==> src/qspi_defines.svh <==
`ifndef QSPI_DEFINES_SVH
`define QSPI_DEFINES_SVH

// single-line read, no dummy cycles
`define QSPI_CMD_READ      8'h03
// quad read, one dummy byte after the address
`define QSPI_CMD_FAST_READ 8'h0B

// flash address, sent as three bytes
`define QSPI_ADDR_W        24
// byte count of one read, 0 stands for 256
`define QSPI_LEN_W         8

`endif

==> src/qspi_pkg.sv <==
`default_nettype none

`include "qspi_defines.svh"

package qspi_pkg;

    typedef struct packed {
        logic [3:0] hi;
        logic [3:0] lo;
    } nib_t;

    // one wire byte: bit view for SPI, nibble view for QPI
    typedef union packed {
        logic [7:0] bits;
        nib_t       nib;
    } byte_u;

    typedef struct packed {
        logic [`QSPI_ADDR_W-1:0] addr;
        logic [`QSPI_LEN_W-1:0]  len;
        logic                    quad;
    } read_req_t;

    // reader side of the flash pins
    typedef struct packed {
        logic       cs_n;
        logic       sck;
        logic [3:0] io;
        logic [3:0] io_oe;
    } pins_o_t;

    typedef struct packed {
        logic [3:0] io;
    } pins_i_t;

endpackage

`default_nettype wire

==> src/qspi_byte_engine.sv <==
`timescale 1ns/1ps
`default_nettype none

module qspi_byte_engine (
    input  logic             clk_i,
    input  logic             rst_n_i,
    input  logic             start_i,
    input  logic             quad_i,
    input  logic             rx_en_i,
    input  qspi_pkg::byte_u  tx_byte_i,
    input  logic [3:0]       io_i,
    output qspi_pkg::byte_u  rx_byte_o,
    output logic             byte_done_o,
    output logic             sck_o,
    output logic [3:0]       io_o,
    output logic [3:0]       io_oe_o
);

    logic            active;
    // high half of an sck period
    logic            phase;
    logic [2:0]      step;
    logic            quad_q;
    logic            rx_en_q;
    logic            last_step;
    qspi_pkg::byte_u tx_q;
    qspi_pkg::byte_u rx_q;

    // 8 sck periods per byte in SPI, 2 in QPI
    assign last_step = quad_q ? (step == 3'd1) : (step == 3'd7);

    // last high half of the byte, rx_q already holds the full byte
    assign byte_done_o = active & phase & last_step;

    // phase is only ever set while active, so sck idles low
    assign sck_o     = phase;
    assign rx_byte_o = rx_q;

    // SPI drives io0 only, QPI presents the high nibble first
    assign io_o = quad_q ? tx_q.nib.hi : {3'b000, tx_q.bits[7]};

    always_comb begin
        if (!active) begin
            io_oe_o = 4'b0000;
        end else if (quad_q) begin
            // quad data bytes turn the bus around to the flash
            io_oe_o = rx_en_q ? 4'b0000 : 4'b1111;
        end else begin
            io_oe_o = 4'b0001;
        end
    end

    always_ff @(posedge clk_i) begin
        if (!rst_n_i) begin
            active  <= 1'b0;
            phase   <= 1'b0;
            step    <= 3'd0;
            quad_q  <= 1'b0;
            rx_en_q <= 1'b0;
        end else if (!active) begin
            phase <= 1'b0;
            if (start_i) begin
                active  <= 1'b1;
                step    <= 3'd0;
                quad_q  <= quad_i;
                rx_en_q <= rx_en_i;
            end
        end else begin
            phase <= ~phase;
            // a period ends when sck falls
            if (phase) begin
                if (last_step) begin
                    active <= 1'b0;
                end else begin
                    step <= step + 3'd1;
                end
            end
        end
    end

    // transmit shifter, new data appears while sck is low
    always_ff @(posedge clk_i) begin
        if (!active && start_i) begin
            tx_q <= tx_byte_i;
        end else if (active && phase) begin
            if (quad_q) begin
                tx_q.bits <= {tx_q.bits[3:0], 4'h0};
            end else begin
                tx_q.bits <= {tx_q.bits[6:0], 1'b0};
            end
        end
    end

    // receive shifter, sampled on the edge that raises sck
    always_ff @(posedge clk_i) begin
        if (active && !phase) begin
            if (quad_q) begin
                rx_q.nib.hi <= rx_q.nib.lo;
                rx_q.nib.lo <= io_i;
            end else begin
                rx_q.bits <= {rx_q.bits[6:0], io_i[1]};
            end
        end
    end

endmodule

`default_nettype wire

==> src/qspi_flash_top.sv <==
`timescale 1ns/1ps
`default_nettype none

module qspi_flash_top (
    input  logic                clk_i,
    input  logic                rst_n_i,
    input  logic                req_i,
    input  qspi_pkg::read_req_t req_data_i,
    input  qspi_pkg::pins_i_t   pins_i,
    output qspi_pkg::pins_o_t   pins_o,
    output qspi_pkg::byte_u     rdata_o,
    output logic                rvalid_o,
    output logic                done_o,
    output logic                busy_o
);

    logic            start;
    logic            quad;
    logic            rx_en;
    logic            byte_done;
    logic            cs_n;
    logic            sck;
    logic [3:0]      io_out;
    logic [3:0]      io_oe;
    qspi_pkg::byte_u tx_byte;
    qspi_pkg::byte_u rx_byte;

    qspi_read_seq i_read_seq (
        .clk_i       (clk_i),
        .rst_n_i     (rst_n_i),
        .req_i       (req_i),
        .req_data_i  (req_data_i),
        .byte_done_i (byte_done),
        .rx_byte_i   (rx_byte),
        .start_o     (start),
        .quad_o      (quad),
        .rx_en_o     (rx_en),
        .tx_byte_o   (tx_byte),
        .cs_n_o      (cs_n),
        .rdata_o     (rdata_o),
        .rvalid_o    (rvalid_o),
        .done_o      (done_o),
        .busy_o      (busy_o)
    );

    qspi_byte_engine i_byte_engine (
        .clk_i       (clk_i),
        .rst_n_i     (rst_n_i),
        .start_i     (start),
        .quad_i      (quad),
        .rx_en_i     (rx_en),
        .tx_byte_i   (tx_byte),
        .io_i        (pins_i.io),
        .rx_byte_o   (rx_byte),
        .byte_done_o (byte_done),
        .sck_o       (sck),
        .io_o        (io_out),
        .io_oe_o     (io_oe)
    );

    // chip select from the sequencer, clock and data lines from the engine
    assign pins_o.cs_n  = cs_n;
    assign pins_o.sck   = sck;
    assign pins_o.io    = io_out;
    assign pins_o.io_oe = io_oe;

endmodule

`default_nettype wire

==> src/qspi_read_seq.sv <==
`timescale 1ns/1ps
`default_nettype none

`include "qspi_defines.svh"

module qspi_read_seq (
    input  logic                clk_i,
    input  logic                rst_n_i,
    input  logic                req_i,
    input  qspi_pkg::read_req_t req_data_i,
    input  logic                byte_done_i,
    input  qspi_pkg::byte_u     rx_byte_i,
    output logic                start_o,
    output logic                quad_o,
    output logic                rx_en_o,
    output qspi_pkg::byte_u     tx_byte_o,
    output logic                cs_n_o,
    output qspi_pkg::byte_u     rdata_o,
    output logic                rvalid_o,
    output logic                done_o,
    output logic                busy_o
);

    localparam int ADDR_BYTES = `QSPI_ADDR_W / 8;

    localparam logic [2:0] ST_IDLE  = 3'd0;
    localparam logic [2:0] ST_CMD   = 3'd1;
    localparam logic [2:0] ST_ADDR  = 3'd2;
    localparam logic [2:0] ST_DUMMY = 3'd3;
    localparam logic [2:0] ST_DATA  = 3'd4;

    logic [2:0]              state;
    logic [1:0]              idx;
    logic [`QSPI_LEN_W-1:0]  remaining;
    logic [`QSPI_ADDR_W-1:0] addr_q;
    logic                    quad_q;
    logic                    cs_n_q;
    logic                    start_q;
    logic                    rvalid_q;
    logic                    done_q;
    qspi_pkg::byte_u         rdata_q;

    assign busy_o   = (state != ST_IDLE);
    assign start_o  = start_q;
    assign quad_o   = quad_q;
    assign rx_en_o  = (state == ST_DATA);
    assign cs_n_o   = cs_n_q;
    assign rdata_o  = rdata_q;
    assign rvalid_o = rvalid_q;
    assign done_o   = done_q;

    // byte presented to the engine for the current phase
    always_comb begin
        case (state)
            ST_CMD:  tx_byte_o.bits = quad_q ? `QSPI_CMD_FAST_READ : `QSPI_CMD_READ;
            // address goes out most significant byte first
            ST_ADDR: tx_byte_o.bits = addr_q[(`QSPI_ADDR_W - 1) - 8 * idx -: 8];
            default: tx_byte_o.bits = 8'h00;
        endcase
    end

    always_ff @(posedge clk_i) begin
        if (!rst_n_i) begin
            state     <= ST_IDLE;
            idx       <= 2'd0;
            remaining <= '0;
            quad_q    <= 1'b0;
            cs_n_q    <= 1'b1;
            start_q   <= 1'b0;
            rvalid_q  <= 1'b0;
            done_q    <= 1'b0;
        end else begin
            start_q  <= 1'b0;
            rvalid_q <= 1'b0;
            done_q   <= 1'b0;
            case (state)
                ST_IDLE: begin
                    if (req_i) begin
                        state     <= ST_CMD;
                        remaining <= req_data_i.len;
                        quad_q    <= req_data_i.quad;
                        cs_n_q    <= 1'b0;
                        start_q   <= 1'b1;
                    end
                end
                ST_CMD: begin
                    if (byte_done_i) begin
                        state   <= ST_ADDR;
                        idx     <= 2'd0;
                        start_q <= 1'b1;
                    end
                end
                ST_ADDR: begin
                    if (byte_done_i) begin
                        start_q <= 1'b1;
                        if (idx == 2'(ADDR_BYTES - 1)) begin
                            // dummy byte only for the quad read
                            state <= quad_q ? ST_DUMMY : ST_DATA;
                        end else begin
                            idx <= idx + 2'd1;
                        end
                    end
                end
                ST_DUMMY: begin
                    if (byte_done_i) begin
                        state   <= ST_DATA;
                        start_q <= 1'b1;
                    end
                end
                ST_DATA: begin
                    if (byte_done_i) begin
                        rvalid_q  <= 1'b1;
                        remaining <= remaining - 1'b1;
                        // len of 0 wraps through 255 and gives 256 bytes
                        if (remaining == `QSPI_LEN_W'(1)) begin
                            state  <= ST_IDLE;
                            cs_n_q <= 1'b1;
                            done_q <= 1'b1;
                        end else begin
                            start_q <= 1'b1;
                        end
                    end
                end
                default: begin
                    state  <= ST_IDLE;
                    cs_n_q <= 1'b1;
                end
            endcase
        end
    end

    // payload registers
    always_ff @(posedge clk_i) begin
        if (state == ST_IDLE && req_i) begin
            addr_q <= req_data_i.addr;
        end
        if (state == ST_DATA && byte_done_i) begin
            rdata_q <= rx_byte_i;
        end
    end

endmodule

`default_nettype wire

==> config.mk <==
export PLATFORM = sky130hd
export DESIGN_NAME = qspi_flash_top
export DESIGN_NICKNAME = d
export VERILOG_FILES = /design/src/qspi_pkg.sv /design/src/qspi_byte_engine.sv /design/src/qspi_flash_top.sv /design/src/qspi_read_seq.sv
export VERILOG_INCLUDE_DIRS = /design/src
export SDC_FILE = /design/constraint.sdc
export NUM_CORES = 1
export LEC_CHECK = 0
export ABC_CLOCK_PERIOD_IN_PS = 4610
export BUFFER_PORTS_ARGS = -buffer_cell sky130_fd_sc_hd__buf_2
export CORE_UTILIZATION = 59
export CTS_CLUSTER_SIZE = 25
export DETAILED_ROUTE_END_ITERATION = 7
export PLACE_DENSITY = 0.84
export SETUP_SLACK_MARGIN = 0.5
export SLEW_MARGIN = 20
export SYNTH_ARGS = -nofsm -noshare
export SYNTH_HDL_FRONTEND = slang
export SYNTH_SLANG_ARGS = --single-unit
==> constraint.sdc <==
create_clock -name clk_i -period 4.61 [get_ports clk_i]
set_clock_uncertainty 0.2 [all_clocks]
set_input_delay 1.383 -clock clk_i [delete_from_list [all_inputs] [get_ports clk_i]]
set_output_delay 1.383 -clock clk_i [all_outputs]
set_load 0.05 [all_outputs]
==> results of run 1 <==
[Yosys cell counts, types with 5 or more instances]
cell	instances	area, um2
nor2b_1	11	68.8
ha_1	5	62.6
nand2_1	23	86.3
a2bb2oi_1	5	43.8
nor3_1	8	40.0
nor2_1	15	56.3
o21ai_1	7	35.0
edfxtp_1	48	1440
inv_1	5	18.8
mux2i_1	8	80.1
mux2_2	9	101
a21oi_1	20	100
dfxtp_1	25	500
clkbuf_1	5	18.8
o22ai_1	7	43.8
and2_1	7	43.8
[cell type report]
| class | count | share of cell area |
|---|---|---|
| Clock buffer | 9 | 0.0323 |
| Clock inverter | 7 | 0.0183 |
| Inverter | 8 | 0.00849 |
| Multi-Input combinational cell | 185 | 0.332 |
| Sequential cell | 73 | 0.507 |
| Tap cell | 72 | 0.0235 |
| Timing Repair Buffer | 60 | 0.0784 |
[sequential cells by signal (all words and copies together), names as in the netlist, 2 cells and up]
signal	cells
i_read_seq.state	3
i_read_seq.addr_q	24
i_read_seq.rdata_o	8
i_read_seq.idx	2
i_byte_engine.step	3
i_byte_engine.rx_byte_o	8
i_byte_engine.tx_q	8
i_read_seq.remaining	8
[per-stage QoR]
stage	setup WS, ns	total power [mW]	utilization	hold WS, ns	area (um2)
global route	1.02	1.38	0.696	0.240	3830
finish	1.16	1.34	0.696	0.223	3830
floorplan	1.24	0.832	-	0.200	3350
global placement	1.53	0.862	0.660	0.206	3640
detailed placement	1.48	0.866	0.660	0.209	3640
CTS	1.14	1.34	0.696	0.227	3830
[critical path, stage by stage (launching register included)]
cell     delay, ns
dfxtp_1       0.90
mux2_2        0.41
buf_2         0.21
[metal layers]
layer / track usage / vias up
met4: 0.104 / 0
met1: 0.291 / 1117
met5: 0 / -
li1: - / 1175
met3: 0.0635 / 13
met2: 0.365 / 97
[where the power goes]
group	switching, mW	internal, mW
clock	0.234	0.249
combinational	0.0628	0.0455
sequential	0.0185	0.727
total	0.315	1.02
[cell families (layout without fill, tap and decap cells)]
family          Yosys count  after routing  synth area share
compound gates           69             69             0.144
xor+xnor                  1              1           0.00261
fa+ha+maj                 5              5            0.0186
buf+inv                  25             84            0.0421
flops                    73             73             0.579
mux                      17             17            0.0541
simple gates             93             93             0.160
[worst paths after layout]
| kind | depth (start not counted) | slack (ns) | to | start |
|---|---|---|---|---|
| worst max-delay path | 2 | 1.16 | pins_o[4] | i_byte_engine.quad_q$_SDFFE_PN0P_ |
| worst min-delay path | 0 | 0.22 | i_read_seq.rdata_o[7]$_DFFE_PP_ | i_byte_engine.rx_byte_o[7]$_DFFE_PP_ |
| worst max register to register | 6 | 2.17 | i_byte_engine.tx_q[3]$_DFFE_PP_ | i_read_seq.idx[0]$_SDFFE_PN0P_ |
| worst min register to register | 0 | 0.22 | i_read_seq.rdata_o[7]$_DFFE_PP_ | i_byte_engine.rx_byte_o[7]$_DFFE_PP_ |
[layout by cell type (no fill, tap or decap), drive strengths merged, types with 2 or more instances in the layout]
| cell type | n |
|---|---|
| edfxtp | 48 |
| dfxtp | 25 |
| nor3 | 8 |
| and2 | 8 |
| a21oi | 21 |
| nand2 | 25 |
| inv | 8 |
| nand3b | 2 |
| o221ai | 2 |
| buf | 60 |
| nor4 | 2 |
| clkbuf | 9 |
| mux2i | 8 |
| ha | 5 |
| clkinv | 5 |
| o211ai | 3 |
| nor2b | 11 |
| nand3 | 3 |
| a32o | 5 |
| mux2 | 9 |
| a22o | 2 |
| or3 | 2 |
| or3b | 4 |
| o22ai | 7 |
| o21ai | 9 |
| a2bb2oi | 5 |
| nor2 | 16 |
| nor3b | 2 |
| a211oi | 4 |
| a22oi | 2 |
| or4 | 2 |
==> flow_summary.ini, run 1 <==
[floorplanning]
io_pins = 61
core-area_mm2 = 0.00551
die_area_mm2 = 0.00599
die_y_um = 77.4
start_util = 0.609
rows = 27
die_w_um = 77.4

[setup_path]
path_class = reg2out
startpoint_type = flip-flop
critPathMaxFanout = 25
crit_required_ns = 3.03
end_kind = output pin
arrival_ns = 1.87

[synth]
async_flop_share = 0
synth-seq-cells = 73
yosys.cell_types.count = 64
ys_warn_count = 0
syn_area_per_cell_um2 = 11.9
seq_area_frac_synth = 0.579
ys.flop_type = edfxtp_1
syn_area_mm2 = 0.00335
syn_nets = 328
syn_inst = 283
synth-edff-count = 48

[detailed_routing]
ant_nets = 0
first_iter_violations = 199
routed_wl_mm = 6.30
viasPerCell = 5.80
remaining_drc_errors = 0
first_pass_iters = 4
dr_wl_met3_um = 400
route.met2.wl_mm = 3.01
drt-wirelength-per-cell_um = 15.2
dr_total_vias = 2402
wl_met1_mm = 2.74
highest_layer = met4

[clocking]
root_buffer = clkbuf_8
htreeDepth = 3
cts-buffers-inserted = 9
cts_tree = done
worstSkewPairLatency_ns = 0.34
cts.clk_slew.worst_paths_ns = 0.08
cts_hold_buf = 0
cts_buffer_depth = 2
clkSinkCount = 73
cts_setup_buffers = 0
ctsResizeCount = 0

[grt]
grtUsageTotal = 0.229
grt_pass1_wl_mm = 10.4
first_global_vias = 2269
grt_start_max_net_pins = 33
overflow = 0
antenna_found_initial = 0

[power]
p_leak_nw = 1.47
ir_worst_vdd_mv = 0.311
p_per_area_mw_per_mm2 = 349

[job]
drv_cap = 0

[sta]
tns_ns = 0
rsz0062_at_grt = no
layout_min_cycle_time_ns = 3.45
finalSetupViolations = 0
max_slew_margin = 0.412
fmax_mhz = 289
worst-slew-pin-transition_ns = 0.880
finalHoldViolations = 0
slew_violations = 0
period_share = 0.749

[layout]
stdcell_count = 414
final_nets = 382
syn2layout_area_growth_pct = 14.2
n_antenna_cell = 0
multi_input_area_mm2 = 0.00127
ff_latch_area_mm2 = 0.00194
final_layout_size_suffix_gt1_frac = 0.289
n_fill_cell = 394

[run_status]
outcome = finished clean

[placed_design]
gp_congestion = 0.904
place.port_buffers = 60
dpl.cell_count = 398
dp_hpwl_mm = 4.26

[hold_path]
min_path_type = reg2reg
(Power assumes the default switching activity.)
==> run 2, diff against run 1 <==
--- a/config.mk
+++ b/config.mk
@@ -6,12 +6,12 @@
 export SDC_FILE = /design/constraint.sdc
 export NUM_CORES = 1
 export LEC_CHECK = 0
-export ABC_CLOCK_PERIOD_IN_PS = 4610
+export ABC_CLOCK_PERIOD_IN_PS = 3500
 export BUFFER_PORTS_ARGS = -buffer_cell sky130_fd_sc_hd__buf_2
-export CORE_UTILIZATION = 59
+export CORE_UTILIZATION = 55
 export CTS_CLUSTER_SIZE = 25
 export DETAILED_ROUTE_END_ITERATION = 7
-export PLACE_DENSITY = 0.84
+export PLACE_DENSITY = 0.79
 export SETUP_SLACK_MARGIN = 0.5
 export SLEW_MARGIN = 20
 export SYNTH_ARGS = -nofsm -noshare
==> constraint.sdc (replaced) <==
create_clock -name clk_i -period 3.5 [get_ports clk_i]
set_clock_uncertainty 0.2 [all_clocks]
set_input_delay 1.05 -clock clk_i [delete_from_list [all_inputs] [get_ports clk_i]]
set_output_delay 1.05 -clock clk_i [all_outputs]
set_load 0.05 [all_outputs]
==> flow_summary.ini, run 2 (synthesis results as in run 1) <==
[grt]
antenna_found_initial = 0
overflow = 0
first_global_vias = 2213
grtUsageTotal = 0.209
grt_start_max_net_pins = 26
grt_pass1_wl_mm = 10.1

[placed_design]
place.port_buffers = 60
dp_hpwl_mm = 4.17
gp_congestion = 0.910

[detailed_routing]
routed_wl_mm = 6.11
ant_nets = 0
drt-wirelength-per-cell_um = 14.6
first_iter_violations = 221
wl_met1_mm = 2.91
first_pass_iters = 6
dr_total_vias = 2370
dr_wl_met3_um = 306
route.met2.wl_mm = 2.80
viasPerCell = 5.66
highest_layer = met4
remaining_drc_errors = 1

[sta]
max_slew_margin = 0.538
whs_ns = 0.221
finalSetupViolations = 0
period_share = 0.799
rsz0062_at_grt = no
slew_violations = 0
layout_min_cycle_time_ns = 2.80
worst-slew-pin-transition_ns = 0.692
fmax_mhz = 358
finalHoldViolations = 0
tns_ns = 0

[layout]
final_layout_size_suffix_gt1_frac = 0.299
final_nets = 384
largest_reg_flops = 24
n_antenna_cell = 0
final_cell_mix = buf_2, edfxtp_1, dfxtp_1, nand2_1, a21oi_1
post-route-util = 0.654
top_register = i_read_seq.addr_q
layout_commonest_cell = buf_2
syn2layout_area_growth_pct = 14.8

[setup_path]
crit_chain = buf_4 -> nand2_1 -> nor2_2 -> buf_2
cp_slowest_cell = dfxtp_2
crit_buf_inv = 2
path_class = reg2out
worst-r2r-setup-slack_ns = 1.02
arrival_ns = 1.55
startpoint_type = flip-flop
cpPeakStageDelay_ns = 0.51
critPathMaxFanout = 16
critPathTopFamily = flip-flops
crit_required_ns = 2.25
end_kind = output pin

[clocking]
htreeDepth = 3
cts_tree = done
cts-buffers-inserted = 9
cts.clk_slew.worst_paths_ns = 0.08
root_buffer = clkbuf_8
cts_hold_buf = 0
worstSkewPairLatency_ns = 0.34
cts_buffer_depth = 2
clkSinkCount = 73

[floorplanning]
start_util = 0.570
die_area_mm2 = 0.00642
core-area_mm2 = 0.00589
die_y_um = 80.1
die_w_um = 80.1
rows = 28
io_pins = 61

[run_status]
violations = design-rule violations
outcome = finished, violations left

[power]
ir_worst_vdd_mv = 0.276
p_leak_nw = 1.47
fin_total_pwr_mw = 1.74
p_per_area_mw_per_mm2 = 452

[hold_path]
min_path_type = reg2reg

[job]
drv_cap = 0
[run 2: cell count changes in the layout (fill, tap and decap cells not counted), sizes merged]
cell | before | now
buf | 60 | 62
clkinv | 5 | 3
bufinv | 1 | 0
clkbuf | 9 | 11
inv | 8 | 7
clkinvlp | 1 | 3
[run 2: layer usage]
metal  track usage  up-vias
met5             0        -
met4        0.0893        0
met3        0.0477        8
met2         0.315       76
met1         0.291     1113
li1              -     1173
[run 2: area by class of cell]
class                           count  area, um2
Timing Repair Buffer               62        315
Multi-Input combinational cell    185       1270
Clock buffer                       11        151
Clock inverter                      5       40.0
Fill cell                         465       2040
Tap cell                           75       93.8
Sequential cell                    73       1940
Inverter                            8       32.5
[run 2: where the power goes]
group          internal [mW]  switching, mW  total [mW]
Combinational         0.0609         0.0808       0.142
Clock                  0.298          0.321       0.619
Sequential             0.957         0.0225       0.980
Total                   1.32          0.425        1.74
[run 2: per-stage QoR]
| stage | instances | setup slack (ns) | instance area, um2 |
|---|---|---|---|
| 2_1_floorplan | 283 | 0.554 | 3360 |
| 3_3_place_gp | 403 | 0.924 | 3660 |
| 3_5_place_dp | 403 | 0.868 | 3660 |
| 4_1_cts | 419 | 0.692 | 3850 |
| 5_1_grt | 419 | 0.604 | 3850 |
| 6_report | 419 | 0.704 | 3850 |
[run 2: worst reg2reg max path, stage by stage, from the launching register on]
cell	delay, ns
dfxtp_1	0.60
inv_1	0.09
ha_1	0.48
nor2b_1	0.55
o2bb2ai_1	0.19
a22oi_1	0.11
o21ai_1	0.12
[run 2: worst paths after layout]
check | startpoint | endpoint | depth (start not counted)
min | i_byte_engine.rx_byte_o[7]$_DFFE_PP_ | i_read_seq.rdata_o[7]$_DFFE_PP_ | 0
max reg2reg | i_read_seq.idx[0]$_SDFFE_PN0P_ | i_byte_engine.tx_q[3]$_DFFE_PP_ | 6
max | i_byte_engine.quad_q$_SDFFE_PN0P_ | pins_o[1] | 4
min reg2reg | i_byte_engine.rx_byte_o[7]$_DFFE_PP_ | i_read_seq.rdata_o[7]$_DFFE_PP_ | 0
[run 2: repair_timing]
item / CTS / global route
resized for setup: 1 / 0
endpoints found under the setup margin: 3 / 0
endpoints found under the hold margin: 0 / 0
setup buffers: 0 / 0
